$ cat config.mk
export PLATFORM = sky130hd
export DESIGN_NAME = any1Decoder
export DESIGN_NICKNAME = d
export VERILOG_FILES = /design/src/logic/any1DecodePkg.sv /design/src/logic/decodeIf.sv /design/src/logic/any1Decoder.sv /design/src/logic/decodeStage.sv /design/src/logic/immGen.sv /design/src/logic/opcodeDecode.sv /design/src/logic/regListPick.sv
export VERILOG_INCLUDE_DIRS = /design/src /design/src/logic
export SDC_FILE = /design/constraint.sdc
export NUM_CORES = 1
export LEC_CHECK = 0
export BUFFER_PORTS_ARGS = -buffer_cell sky130_fd_sc_hd__buf_2
export CAP_MARGIN = 20
export CORE_MARGIN = 4
export CORE_UTILIZATION = 44
export CTS_BUF_LIST = sky130_fd_sc_hd__clkbuf_8
export DETAILED_ROUTE_END_ITERATION = 10
export PLACE_DENSITY = 0.79
export REMOVE_ABC_BUFFERS = 1
export SYNTH_ARGS = -nofsm -noshare
export SYNTH_HDL_FRONTEND = slang
export SYNTH_SLANG_ARGS = --single-unit
$ cat constraint.sdc
create_clock -name clk -period 2 [get_ports clk]
set_input_delay 0.1 -clock clk [delete_from_list [all_inputs] [get_ports clk]]
set_output_delay 0.1 -clock clk [all_outputs]
set_load 0.03 [all_outputs]
$ cat src/logic/any1Decode_macros.svh
// Widths and fixed register numbers for the decode stage, included wherever a width is needed
`ifndef ANY1_DECODE_MACROS_SVH
`define ANY1_DECODE_MACROS_SVH

// ====================
// Datapath widths
// ====================
`define ANY1_INSN_W 36   // Instruction word
`define ANY1_VALUE_W 64  // Immediate and value
`define ANY1_REG_W 6     // Register number
`define ANY1_LSM_W 36    // Load/store-multiple register list

// ====================
// Fixed registers
// ====================
`define ANY1_FP_REG 29   // Frame pointer
`define ANY1_SP_REG 30   // Stack pointer

`endif

$ cat src/logic/any1DecodePkg.sv
// Instruction, opcode and decode-word types shared by the decode stage and its testbench
`include "any1Decode_macros.svh"

package any1DecodePkg;

	typedef enum logic [7:0] {
		BRK   = 8'h00,
		R2    = 8'h02,
		ADDI  = 8'h04,
		MULI  = 8'h06,
		ANDI  = 8'h08,
		ORI   = 8'h09,
		XORI  = 8'h0A,
		SLTUI = 8'h0C,
		NOP   = 8'h3F,
		JAL   = 8'h40,
		BEQ   = 8'h48,
		BNE   = 8'h49,
		BLT   = 8'h4A,
		BGE   = 8'h4B,
		BLTU  = 8'h4C,
		BGEU  = 8'h4D,
		LDX   = 8'h60,
		STX   = 8'h68,
		C20   = 8'h70  // Compact group base, low nibble selects the form
	} Opcode;

	typedef enum logic [5:0] {
		ADD = 6'd0, SUB = 6'd1, AND = 6'd2, OR = 6'd3, XOR = 6'd4,
		SLL = 6'd5, SRL = 6'd6, MUL = 6'd8, DIV = 6'd9, SLTU = 6'd10
	} R2Func;

	typedef enum logic [3:0] {LDO = 4'd0, LSM = 4'd1} MemFunc;

	typedef enum logic [3:0] {
		NONE, SIGN16, ZERO16, ONES16, LOAD12, STORE12, BRANCH16, JUMP26, SCALED7, SIGN7
	} ImmFormat;

	// Three views of the same 36-bit word
	typedef struct packed {
		R2Func func;
		logic [3:0] pad;
		logic [`ANY1_REG_W-1:0] rb, ra, rt;
		Opcode opcode;
	} R2Insn;

	typedef struct packed {
		logic [15:0] imm16;
		logic [`ANY1_REG_W-1:0] ra, rt;
		Opcode opcode;
	} ImmInsn;

	typedef struct packed {
		MemFunc memFunc;
		logic [5:0] dispHi;  // Upper store displacement
		logic [`ANY1_REG_W-1:0] rb, ra, rt;
		Opcode opcode;
	} MemInsn;

	typedef union packed {
		R2Insn r2;
		ImmInsn ri;
		MemInsn mem;
	} Instruction;

	typedef struct packed {
		logic rfwr, needRa, needRb, mc, isSigned, branch, memOp, lsm, ui;
	} DecodeCtrl;

	typedef struct packed {
		DecodeCtrl ctrl;
		logic [`ANY1_REG_W-1:0] rt, ra, rb;
	} DecodeWord;

endpackage

$ cat src/logic/decodeIf.sv
// Handshake link that carries a decode word and its immediate from the decoder core to the output stage
`timescale 1ns/1ps
`include "any1Decode_macros.svh"

interface decodeIf;

	logic valid;                          // Decoder has a word
	any1DecodePkg::DecodeWord word;
	logic [`ANY1_VALUE_W-1:0] imm;        // Extended immediate from immGen
	logic ready;                          // Output stage can take it

	modport source (
		output valid,
		output word,
		output imm,
		input ready
	);

	modport sink (
		input valid,
		input word,
		input imm,
		output ready
	);

endinterface

$ cat src/logic/any1Decoder.sv
// Top level of the registered decode stage, connecting the opcode decoder to the output register
`timescale 1ns/1ps
`include "any1Decode_macros.svh"

module any1Decoder (
	input logic clk,
	input logic rst,
	input logic inValid,
	output logic inReady,
	input any1DecodePkg::Instruction ir,
	input logic [`ANY1_LSM_W-1:0] lsmMask,
	output logic outValid,
	input logic outReady,
	output logic [`ANY1_REG_W-1:0] rt,
	output logic [`ANY1_REG_W-1:0] ra,
	output logic [`ANY1_REG_W-1:0] rb,
	output logic [`ANY1_VALUE_W-1:0] imm,
	output logic rfwr,
	output logic needRa,
	output logic needRb,
	output logic mc,
	output logic isSigned,
	output logic branch,
	output logic memOp,
	output logic lsm,
	output logic ui
);

	any1DecodePkg::DecodeWord outWord;

	decodeIf dIf ();

	opcodeDecode core (
		.ir(ir),
		.lsmMask(lsmMask),
		.inValid(inValid),
		.inReady(inReady),
		.dec(dIf.source)
	);

	decodeStage stage (
		.clk(clk),
		.rst(rst),
		.dec(dIf.sink),
		.outValid(outValid),
		.outReady(outReady),
		.word(outWord),
		.imm(imm)
	);

	// Registered word fanned out to flat ports
	assign rt = outWord.rt;
	assign ra = outWord.ra;
	assign rb = outWord.rb;
	assign rfwr = outWord.ctrl.rfwr;
	assign needRa = outWord.ctrl.needRa;
	assign needRb = outWord.ctrl.needRb;
	assign mc = outWord.ctrl.mc;
	assign isSigned = outWord.ctrl.isSigned;
	assign branch = outWord.ctrl.branch;
	assign memOp = outWord.ctrl.memOp;
	assign lsm = outWord.ctrl.lsm;
	assign ui = outWord.ctrl.ui;

endmodule

$ cat src/logic/decodeStage.sv
// Output register of the decode stage with a valid/ready handshake and back-pressure
`timescale 1ns/1ps
`include "any1Decode_macros.svh"

module decodeStage (
	input logic clk,
	input logic rst,
	decodeIf.sink dec,
	output logic outValid,
	input logic outReady,
	output any1DecodePkg::DecodeWord word,
	output logic [`ANY1_VALUE_W-1:0] imm
);

	logic load;

	// Take a new item when empty or when the current one leaves this cycle
	assign dec.ready = !outValid || outReady;
	assign load = dec.valid && dec.ready;

	// ====================
	// Control
	// ====================
	always_ff @(posedge clk) begin
		if (rst)
			outValid <= 1'b0;
		else if (dec.ready)
			outValid <= dec.valid;  // Drops to zero once drained
	end

	// ====================
	// Payload
	// ====================
	always_ff @(posedge clk) begin
		if (load) begin
			word <= dec.word;
			imm <= dec.imm;
		end
	end

	// A stalled item must not change under the consumer
	assert property (@(posedge clk) disable iff (rst)
		outValid && !outReady |=> outValid && $stable(word) && $stable(imm))
	else $error("Decode output changed while stalled");

endmodule

$ cat src/logic/immGen.sv
// Builds the 64-bit immediate of an instruction for the format chosen by the opcode decode
`timescale 1ns/1ps
`include "any1Decode_macros.svh"

module immGen (
	input any1DecodePkg::Instruction ir,
	input any1DecodePkg::ImmFormat fmt,
	output logic [`ANY1_VALUE_W-1:0] imm
);

	localparam int VW = `ANY1_VALUE_W;

	always_comb begin
		unique case (fmt)
			any1DecodePkg::SIGN16:
				imm = {{VW-16{ir.ri.imm16[15]}}, ir.ri.imm16};
			any1DecodePkg::ZERO16:
				imm = {{VW-16{1'b0}}, ir.ri.imm16};
			any1DecodePkg::ONES16:
				imm = {{VW-16{1'b1}}, ir.ri.imm16};  // Keeps upper bits under AND
			any1DecodePkg::LOAD12:
				imm = {{VW-12{ir[31]}}, ir[31:20]};
			any1DecodePkg::STORE12:
				imm = {{VW-12{ir[31]}}, ir[31:26], ir[13:8]};  // Split around rb
			any1DecodePkg::BRANCH16:
				imm = {{VW-16{ir[35]}}, ir[35:26], ir[13:8]};
			any1DecodePkg::JUMP26:
				imm = {{VW-26{ir[35]}}, ir[35:10]};
			any1DecodePkg::SCALED7:
				imm = {{VW-10{ir[19]}}, ir[19:13], 3'b000};  // Word offset from FP or SP
			any1DecodePkg::SIGN7:
				imm = {{VW-7{ir[19]}}, ir[19:13]};
			default:
				imm = '0;
		endcase
	end

endmodule

$ cat src/logic/opcodeDecode.sv
// Combinational opcode and function decode producing register numbers, control flags and immediate
`timescale 1ns/1ps
`include "any1Decode_macros.svh"

module opcodeDecode (
	input any1DecodePkg::Instruction ir,
	input logic [`ANY1_LSM_W-1:0] lsmMask,
	input logic inValid,
	output logic inReady,
	decodeIf.source dec
);

	any1DecodePkg::Opcode op;
	any1DecodePkg::R2Func func;
	any1DecodePkg::ImmFormat fmt;
	any1DecodePkg::DecodeWord word;
	logic [`ANY1_REG_W-1:0] rm;
	logic isLsm;

	assign op = ir.r2.opcode;
	assign func = ir.r2.func;
	assign isLsm = ir.mem.memFunc == any1DecodePkg::LSM;

	regListPick rlp (.lsmMask(lsmMask), .rm(rm));
	immGen ig (.ir(ir), .fmt(fmt), .imm(dec.imm));

	assign dec.valid = inValid;
	assign dec.word = word;
	assign inReady = dec.ready;  // Back-pressure straight from the output stage

	always_comb begin
		word = '0;
		word.ctrl.needRa = 1'b1;
		word.ctrl.isSigned = 1'b1;
		word.ctrl.ui = 1'b1;  // Cleared by every known form
		fmt = any1DecodePkg::NONE;

		// ====================
		// Compact 20-bit forms
		// ====================
		if (op[7:4] == 4'h7) begin
			case (op[3:0])
				4'd0, 4'd1: begin  // Scaled load from FP or SP
					word.ctrl.ui = 1'b0;
					if (op[0] || ir[12:8] != 5'd0) begin  // FP form with rt 0 is BRK
						word.rt = {1'b0, ir[12:8]};
						word.ra = `ANY1_REG_W'(op[0] ? `ANY1_SP_REG : `ANY1_FP_REG);
						word.ctrl.rfwr = 1'b1;
						fmt = any1DecodePkg::SCALED7;
					end
				end
				4'd2, 4'd3: begin  // Scaled store to FP or SP
					word.ctrl.ui = 1'b0;
					word.rb = {1'b0, ir[12:8]};
					word.ra = `ANY1_REG_W'(op[0] ? `ANY1_SP_REG : `ANY1_FP_REG);
					word.ctrl.needRb = 1'b1;
					fmt = any1DecodePkg::SCALED7;
				end
				4'd11: begin  // Load immediate
					word.ctrl.ui = 1'b0;
					word.rt = {1'b0, ir[12:8]};
					word.ctrl.rfwr = 1'b1;
					word.ctrl.needRa = 1'b0;
					fmt = any1DecodePkg::SIGN7;
				end
				default: ;
			endcase
		end else begin
			// ====================
			// Full-width forms
			// ====================
			case (op)
				any1DecodePkg::BRK, any1DecodePkg::NOP:
					word.ctrl.ui = 1'b0;
				any1DecodePkg::R2:
					case (func)
						any1DecodePkg::ADD, any1DecodePkg::SUB, any1DecodePkg::AND,
						any1DecodePkg::OR, any1DecodePkg::XOR, any1DecodePkg::SLL,
						any1DecodePkg::SRL, any1DecodePkg::MUL, any1DecodePkg::DIV,
						any1DecodePkg::SLTU: begin
							word.rt = ir.r2.rt;
							word.ra = ir.r2.ra;
							word.rb = ir.r2.rb;
							word.ctrl.rfwr = 1'b1;
							word.ctrl.needRb = 1'b1;
							word.ctrl.ui = 1'b0;
							word.ctrl.mc = func == any1DecodePkg::MUL || func == any1DecodePkg::DIV;
							word.ctrl.isSigned = func != any1DecodePkg::SLTU;
						end
						default: ;  // Unknown function stays unimplemented
					endcase
				any1DecodePkg::ADDI, any1DecodePkg::MULI, any1DecodePkg::ANDI,
				any1DecodePkg::ORI, any1DecodePkg::XORI, any1DecodePkg::SLTUI: begin
					word.rt = ir.ri.rt;
					word.ra = ir.ri.ra;
					word.ctrl.rfwr = 1'b1;
					word.ctrl.ui = 1'b0;
					word.ctrl.mc = op == any1DecodePkg::MULI;
					word.ctrl.isSigned = op != any1DecodePkg::SLTUI;
					if (op == any1DecodePkg::ANDI)
						fmt = any1DecodePkg::ONES16;
					else if (op == any1DecodePkg::ADDI || op == any1DecodePkg::MULI)
						fmt = any1DecodePkg::SIGN16;
					else
						fmt = any1DecodePkg::ZERO16;  // ORI, XORI, SLTUI
				end
				any1DecodePkg::BEQ, any1DecodePkg::BNE, any1DecodePkg::BLT,
				any1DecodePkg::BGE, any1DecodePkg::BLTU, any1DecodePkg::BGEU: begin
					word.ra = ir.r2.ra;
					word.rb = ir.r2.rb;
					word.ctrl.branch = 1'b1;
					word.ctrl.needRb = 1'b1;
					word.ctrl.mc = 1'b1;
					word.ctrl.ui = 1'b0;
					word.ctrl.isSigned = op != any1DecodePkg::BLTU && op != any1DecodePkg::BGEU;
					fmt = any1DecodePkg::BRANCH16;
				end
				any1DecodePkg::JAL: begin
					word.rt = {4'd0, ir[9:8]};  // Link register
					word.ctrl.rfwr = 1'b1;
					word.ctrl.mc = 1'b1;
					word.ctrl.needRa = 1'b0;
					word.ctrl.ui = 1'b0;
					fmt = any1DecodePkg::JUMP26;
				end
				any1DecodePkg::LDX: begin
					word.ra = ir.mem.ra;
					word.rt = isLsm ? rm : ir.mem.rt;
					word.ctrl.rfwr = 1'b1;
					word.ctrl.mc = 1'b1;
					word.ctrl.memOp = 1'b1;
					word.ctrl.lsm = isLsm;
					word.ctrl.ui = 1'b0;
					fmt = any1DecodePkg::LOAD12;
				end
				any1DecodePkg::STX: begin
					word.ra = ir.mem.ra;
					word.rb = isLsm ? rm : ir.mem.rb;
					word.ctrl.needRb = 1'b1;
					word.ctrl.mc = 1'b1;
					word.ctrl.memOp = 1'b1;
					word.ctrl.lsm = isLsm;
					word.ctrl.ui = 1'b0;
					fmt = any1DecodePkg::STORE12;
				end
				default: ;
			endcase
		end
	end

	// A memory op that reads rb is a store and never writes a register
	always_comb begin
		if (word.ctrl.memOp && word.ctrl.needRb)
			assert (!word.ctrl.rfwr)
			else $error("Store decoded with a register write");
	end

endmodule

$ cat src/logic/regListPick.sv
// Finds the register for a load/store-multiple step from the lowest set bit of the register list
`timescale 1ns/1ps
`include "any1Decode_macros.svh"

module regListPick (
	input logic [`ANY1_LSM_W-1:0] lsmMask,
	output logic [`ANY1_REG_W-1:0] rm
);

	// Bits 2..7 are not in the list, bit 8 maps to register 3
	always_comb begin
		rm = '0;
		for (int n = `ANY1_LSM_W - 1; n >= 8; n--) begin
			if (lsmMask[n])
				rm = `ANY1_REG_W'(n - 5);  // Lower bits overwrite higher ones
		end
		if (lsmMask[1])
			rm = `ANY1_REG_W'(2);
		if (lsmMask[0])
			rm = `ANY1_REG_W'(1);
	end

	// Picked register maps back to a set list bit, zero only for an empty list
	always_comb begin
		if (rm == '0)
			assert (~|{lsmMask[`ANY1_LSM_W-1:8], lsmMask[1:0]})
			else $error("Register list has a member but none was picked");
		else
			assert (rm <= `ANY1_SP_REG && lsmMask[(rm <= 6'd2) ? rm - 6'd1 : rm + 6'd5])
			else $error("Picked register %0d is not in the list", rm);
	end

endmodule

==> reports/metrics.cfg <==
[run_status]
status = completed

[cells_and_area]
final_area_mm2 = 0.00448
multi_input_area_mm2 = 0.00162
utilization_pct = 56.8
area_delta_synth_final_pct = 22.8
layout.nets = 575
n_fill_cell = 687
regArea_mm2 = 0.00161
antennaDiodeCount = 0
drive_gt1_share_pct = 41.8

[cts]
clock_tree.buffer_depth = 2
cts_buffers = 5
cts_tree = done
clock_latency_ns = 0.31
post_cts_buffers = 0
htreeDepth = 2
clkSinkCount = 54
root_buffer = clkbuf_8
cts.clk_slew.worst_paths_ns = 0.10

[drt]
totalWireLength_um = 10800
drt_first_pass_iters = 5
ant_nets = 0
first_iter_violations = 327
vias = 3455
routedWlPerCell_um = 17.9
viasPerCell = 5.74
drc = 0

[logic_synthesis]
netlist_area_mm2 = 0.00365
synth_edf_count = 53
ys_ff_latch = 54
yosys.area.top_type = edfxtp_1
synth_cells = 367
async_flop_share_pct = 0
avgSynthCellArea_um2 = 9.94
yosysWarnings = 0
yosys-top-cells-area = edfxtp_1 44%, buf_4 8.0%, nand2_1 3.3%
synthFlopType = edfxtp_1
ys_seq_area_share_pct = 44.2
synth_top_area_share_pct = 43.6
ys_types = 73

[floorplanning]
core_mm2 = 0.00789
die_h_um = 99.1
num_rows = 32
die_x_um = 99.1
fp.dieArea_mm2 = 0.00982
start_util_pct = 46.3
io_pins = 169

[sta]
period_share_pct = 81.4
finalHoldViolCount = 0
rsz0062_at_grt = no
maxSlewViolCount = 0
period_needed_ns = 1.63
worst_slew_pin_slew_ns = 0.780
skew_ns = 0.00847
fmax_ghz = 0.615
finalSetupViolCount = 0
slew_headroom_pct = 48.0

[setup_path]
cpPeakStageDelay_ns = 0.87
crit_path_cell_trace = buf_2
start_kind = flip-flop
worstSetupEndpointType = primary output
crit_fanout = 39
path_buf_inv = 1
cp.arrival_ns = 1.53
crit_family = flip-flops
critPathRequiredTime_ns = 1.90
crit_type = reg -> out
slowest_stage = edfxtp_1

[worst_hold_path]
min_path_type = in -> reg

[power_and_ir_drop]
vdd_drop_max_uv = 336
p_seq_share_pct = 48.3
power_leakage_nw = 2.06
p_switching_w = 0.000876
sw_frac_of_total_pct = 31.7
p_per_area_mw_per_mm2 = 617
power.internal_w = 0.00189
clock_power_share_pct = 26.9
comb_power_share_pct = 24.8

[grt]
first_global_vias = 3284
grt_usage_pct = 21.2
grt_pass1_wl_um = 16900
antenna_found_initial = 0
grt_max_degree = 54
grt.overflow.total = 0

[placed_design]
port_buffers = 162
globalplace.congestion = 0.901
dp_hpwl_um = 8400
postPlaceCellArea_mm2 = 0.00436

[job]
max-cap-violations = 0

-- power by group through the flow --
stage                     registers [W]  logic [W]  clock network (W)
after floorplan                 0.00159   0.000142                  0
after global placement          0.00136   0.000666                  0
after detailed placement        0.00136   0.000678                  0
after CTS                       0.00134   0.000682           0.000752
after global routing            0.00134   0.000726           0.000808
final                           0.00133   0.000686           0.000744
-- per-layer routing --
layer	share of wire, %	global-route usage (%)
met1	40	27.7
met2	49	35.6
met3	8.0	3.40
met4	2.8	6.93
met5	0	0
-- Yosys cell counts (2+ instances only) --
master / count
a31oi_1: 8
buf_4: 39
or3_1: 6
nand2_1: 32
o21ai_0: 13
nand4_1: 2
o211ai_1: 2
o31ai_1: 4
buf_2: 10
o21a_1: 4
inv_1: 10
nand2b_1: 6
a21oi_1: 15
and3_1: 4
and2_1: 4
nor3_1: 12
nand3_1: 5
a2111oi_0: 3
nor3b_1: 2
nand3b_1: 4
a221oi_1: 3
a21o_1: 14
o21ai_1: 6
nor4_1: 4
edfxtp_1: 53
nor2b_1: 2
nand4b_1: 2
a21boi_1: 2
clkbuf_1: 5
nor2_1: 31
a211oi_1: 2
a221o_1: 11
a222oi_1: 7
-- area by class of cell --
cell class	count	share of cell area [%]
tap	102	2.85
clock buffer	5	1.54
sequential	54	35.9
multi-input combinational	246	36.2
inverter	11	0.921
clock inverter	3	0.977
timing repair buffer	181	21.6
-- cells by family (layout without fill, tap and decap cells) --
| kind of cell | Yosys count | count (layout) | synth area share [%] |
|---|---|---|---|
| buf+inv | 67 | 200 | 11.5 |
| flops | 54 | 54 | 44.2 |
| compound gates | 115 | 115 | 24.1 |
| simple gates | 131 | 131 | 20.3 |
-- metrics by stage --
| step | hold slack, ns | instances | TNS [ns] | total power [W] | setup slack (ns) |
|---|---|---|---|---|---|
| after floorplan | 0.169 | 311 | -238.61 | 0.00173 | -5.48 |
| after global placement | 0.253 | 593 | 0 | 0.00202 | 0.154 |
| after detailed placement | 0.267 | 593 | 0 | 0.00204 | 0.0817 |
| after CTS | 0.0271 | 602 | 0 | 0.00277 | 0.356 |
| after global routing | 0.0312 | 602 | 0 | 0.00288 | 0.182 |
| final | 0.0315 | 602 | 0 | 0.00276 | 0.373 |
-- final timing paths --
check | start | to | slack, ns | depth (start not counted)
worst max-delay path | stage.imm[62]$_DFFE_PP_ | imm[39] | 0.37 | 1
worst min-delay path | inValid | stage.outValid$_SDFFE_PP0N_ | 0.03 | 3
worst max register to register | stage.outValid$_SDFFE_PP0N_ | stage.word[4]$_DFFE_PP_ | 0.79 | 3
worst min register to register | stage.outValid$_SDFFE_PP0N_ | stage.outValid$_SDFFE_PP0N_ | 0.53 | 2
-- flip-flops by register name, summed over array words and instances (netlist names) --
register,count
stage.word,27
stage.imm,26
stage.outValid,1
-- cell usage in the layout (no fill, tap or decap), drive strengths merged, types with 7 or more instances in the layout --
master	netlist	layout
a221o	11	11
inv	11	12
a31oi	8	8
edfxtp	53	53
a222oi	7	7
buf	51	180
a21oi	16	16
nor2	31	31
a21o	15	15
nor3	12	12
nand2	32	32
o21ai	19	19
-- worst reg2reg max path, stage by stage (launching register included) --
cell and delay [ns]:
dfxtp_1 0.32, nand2b_1 0.10, and2_2 0.18, buf_12 0.27
-- what timing repair did --
item,CTS,global route
hold buffers,1,0
resized for setup,0,0
endpoints found under the hold margin,1,0
(Power assumes the default switching activity.)
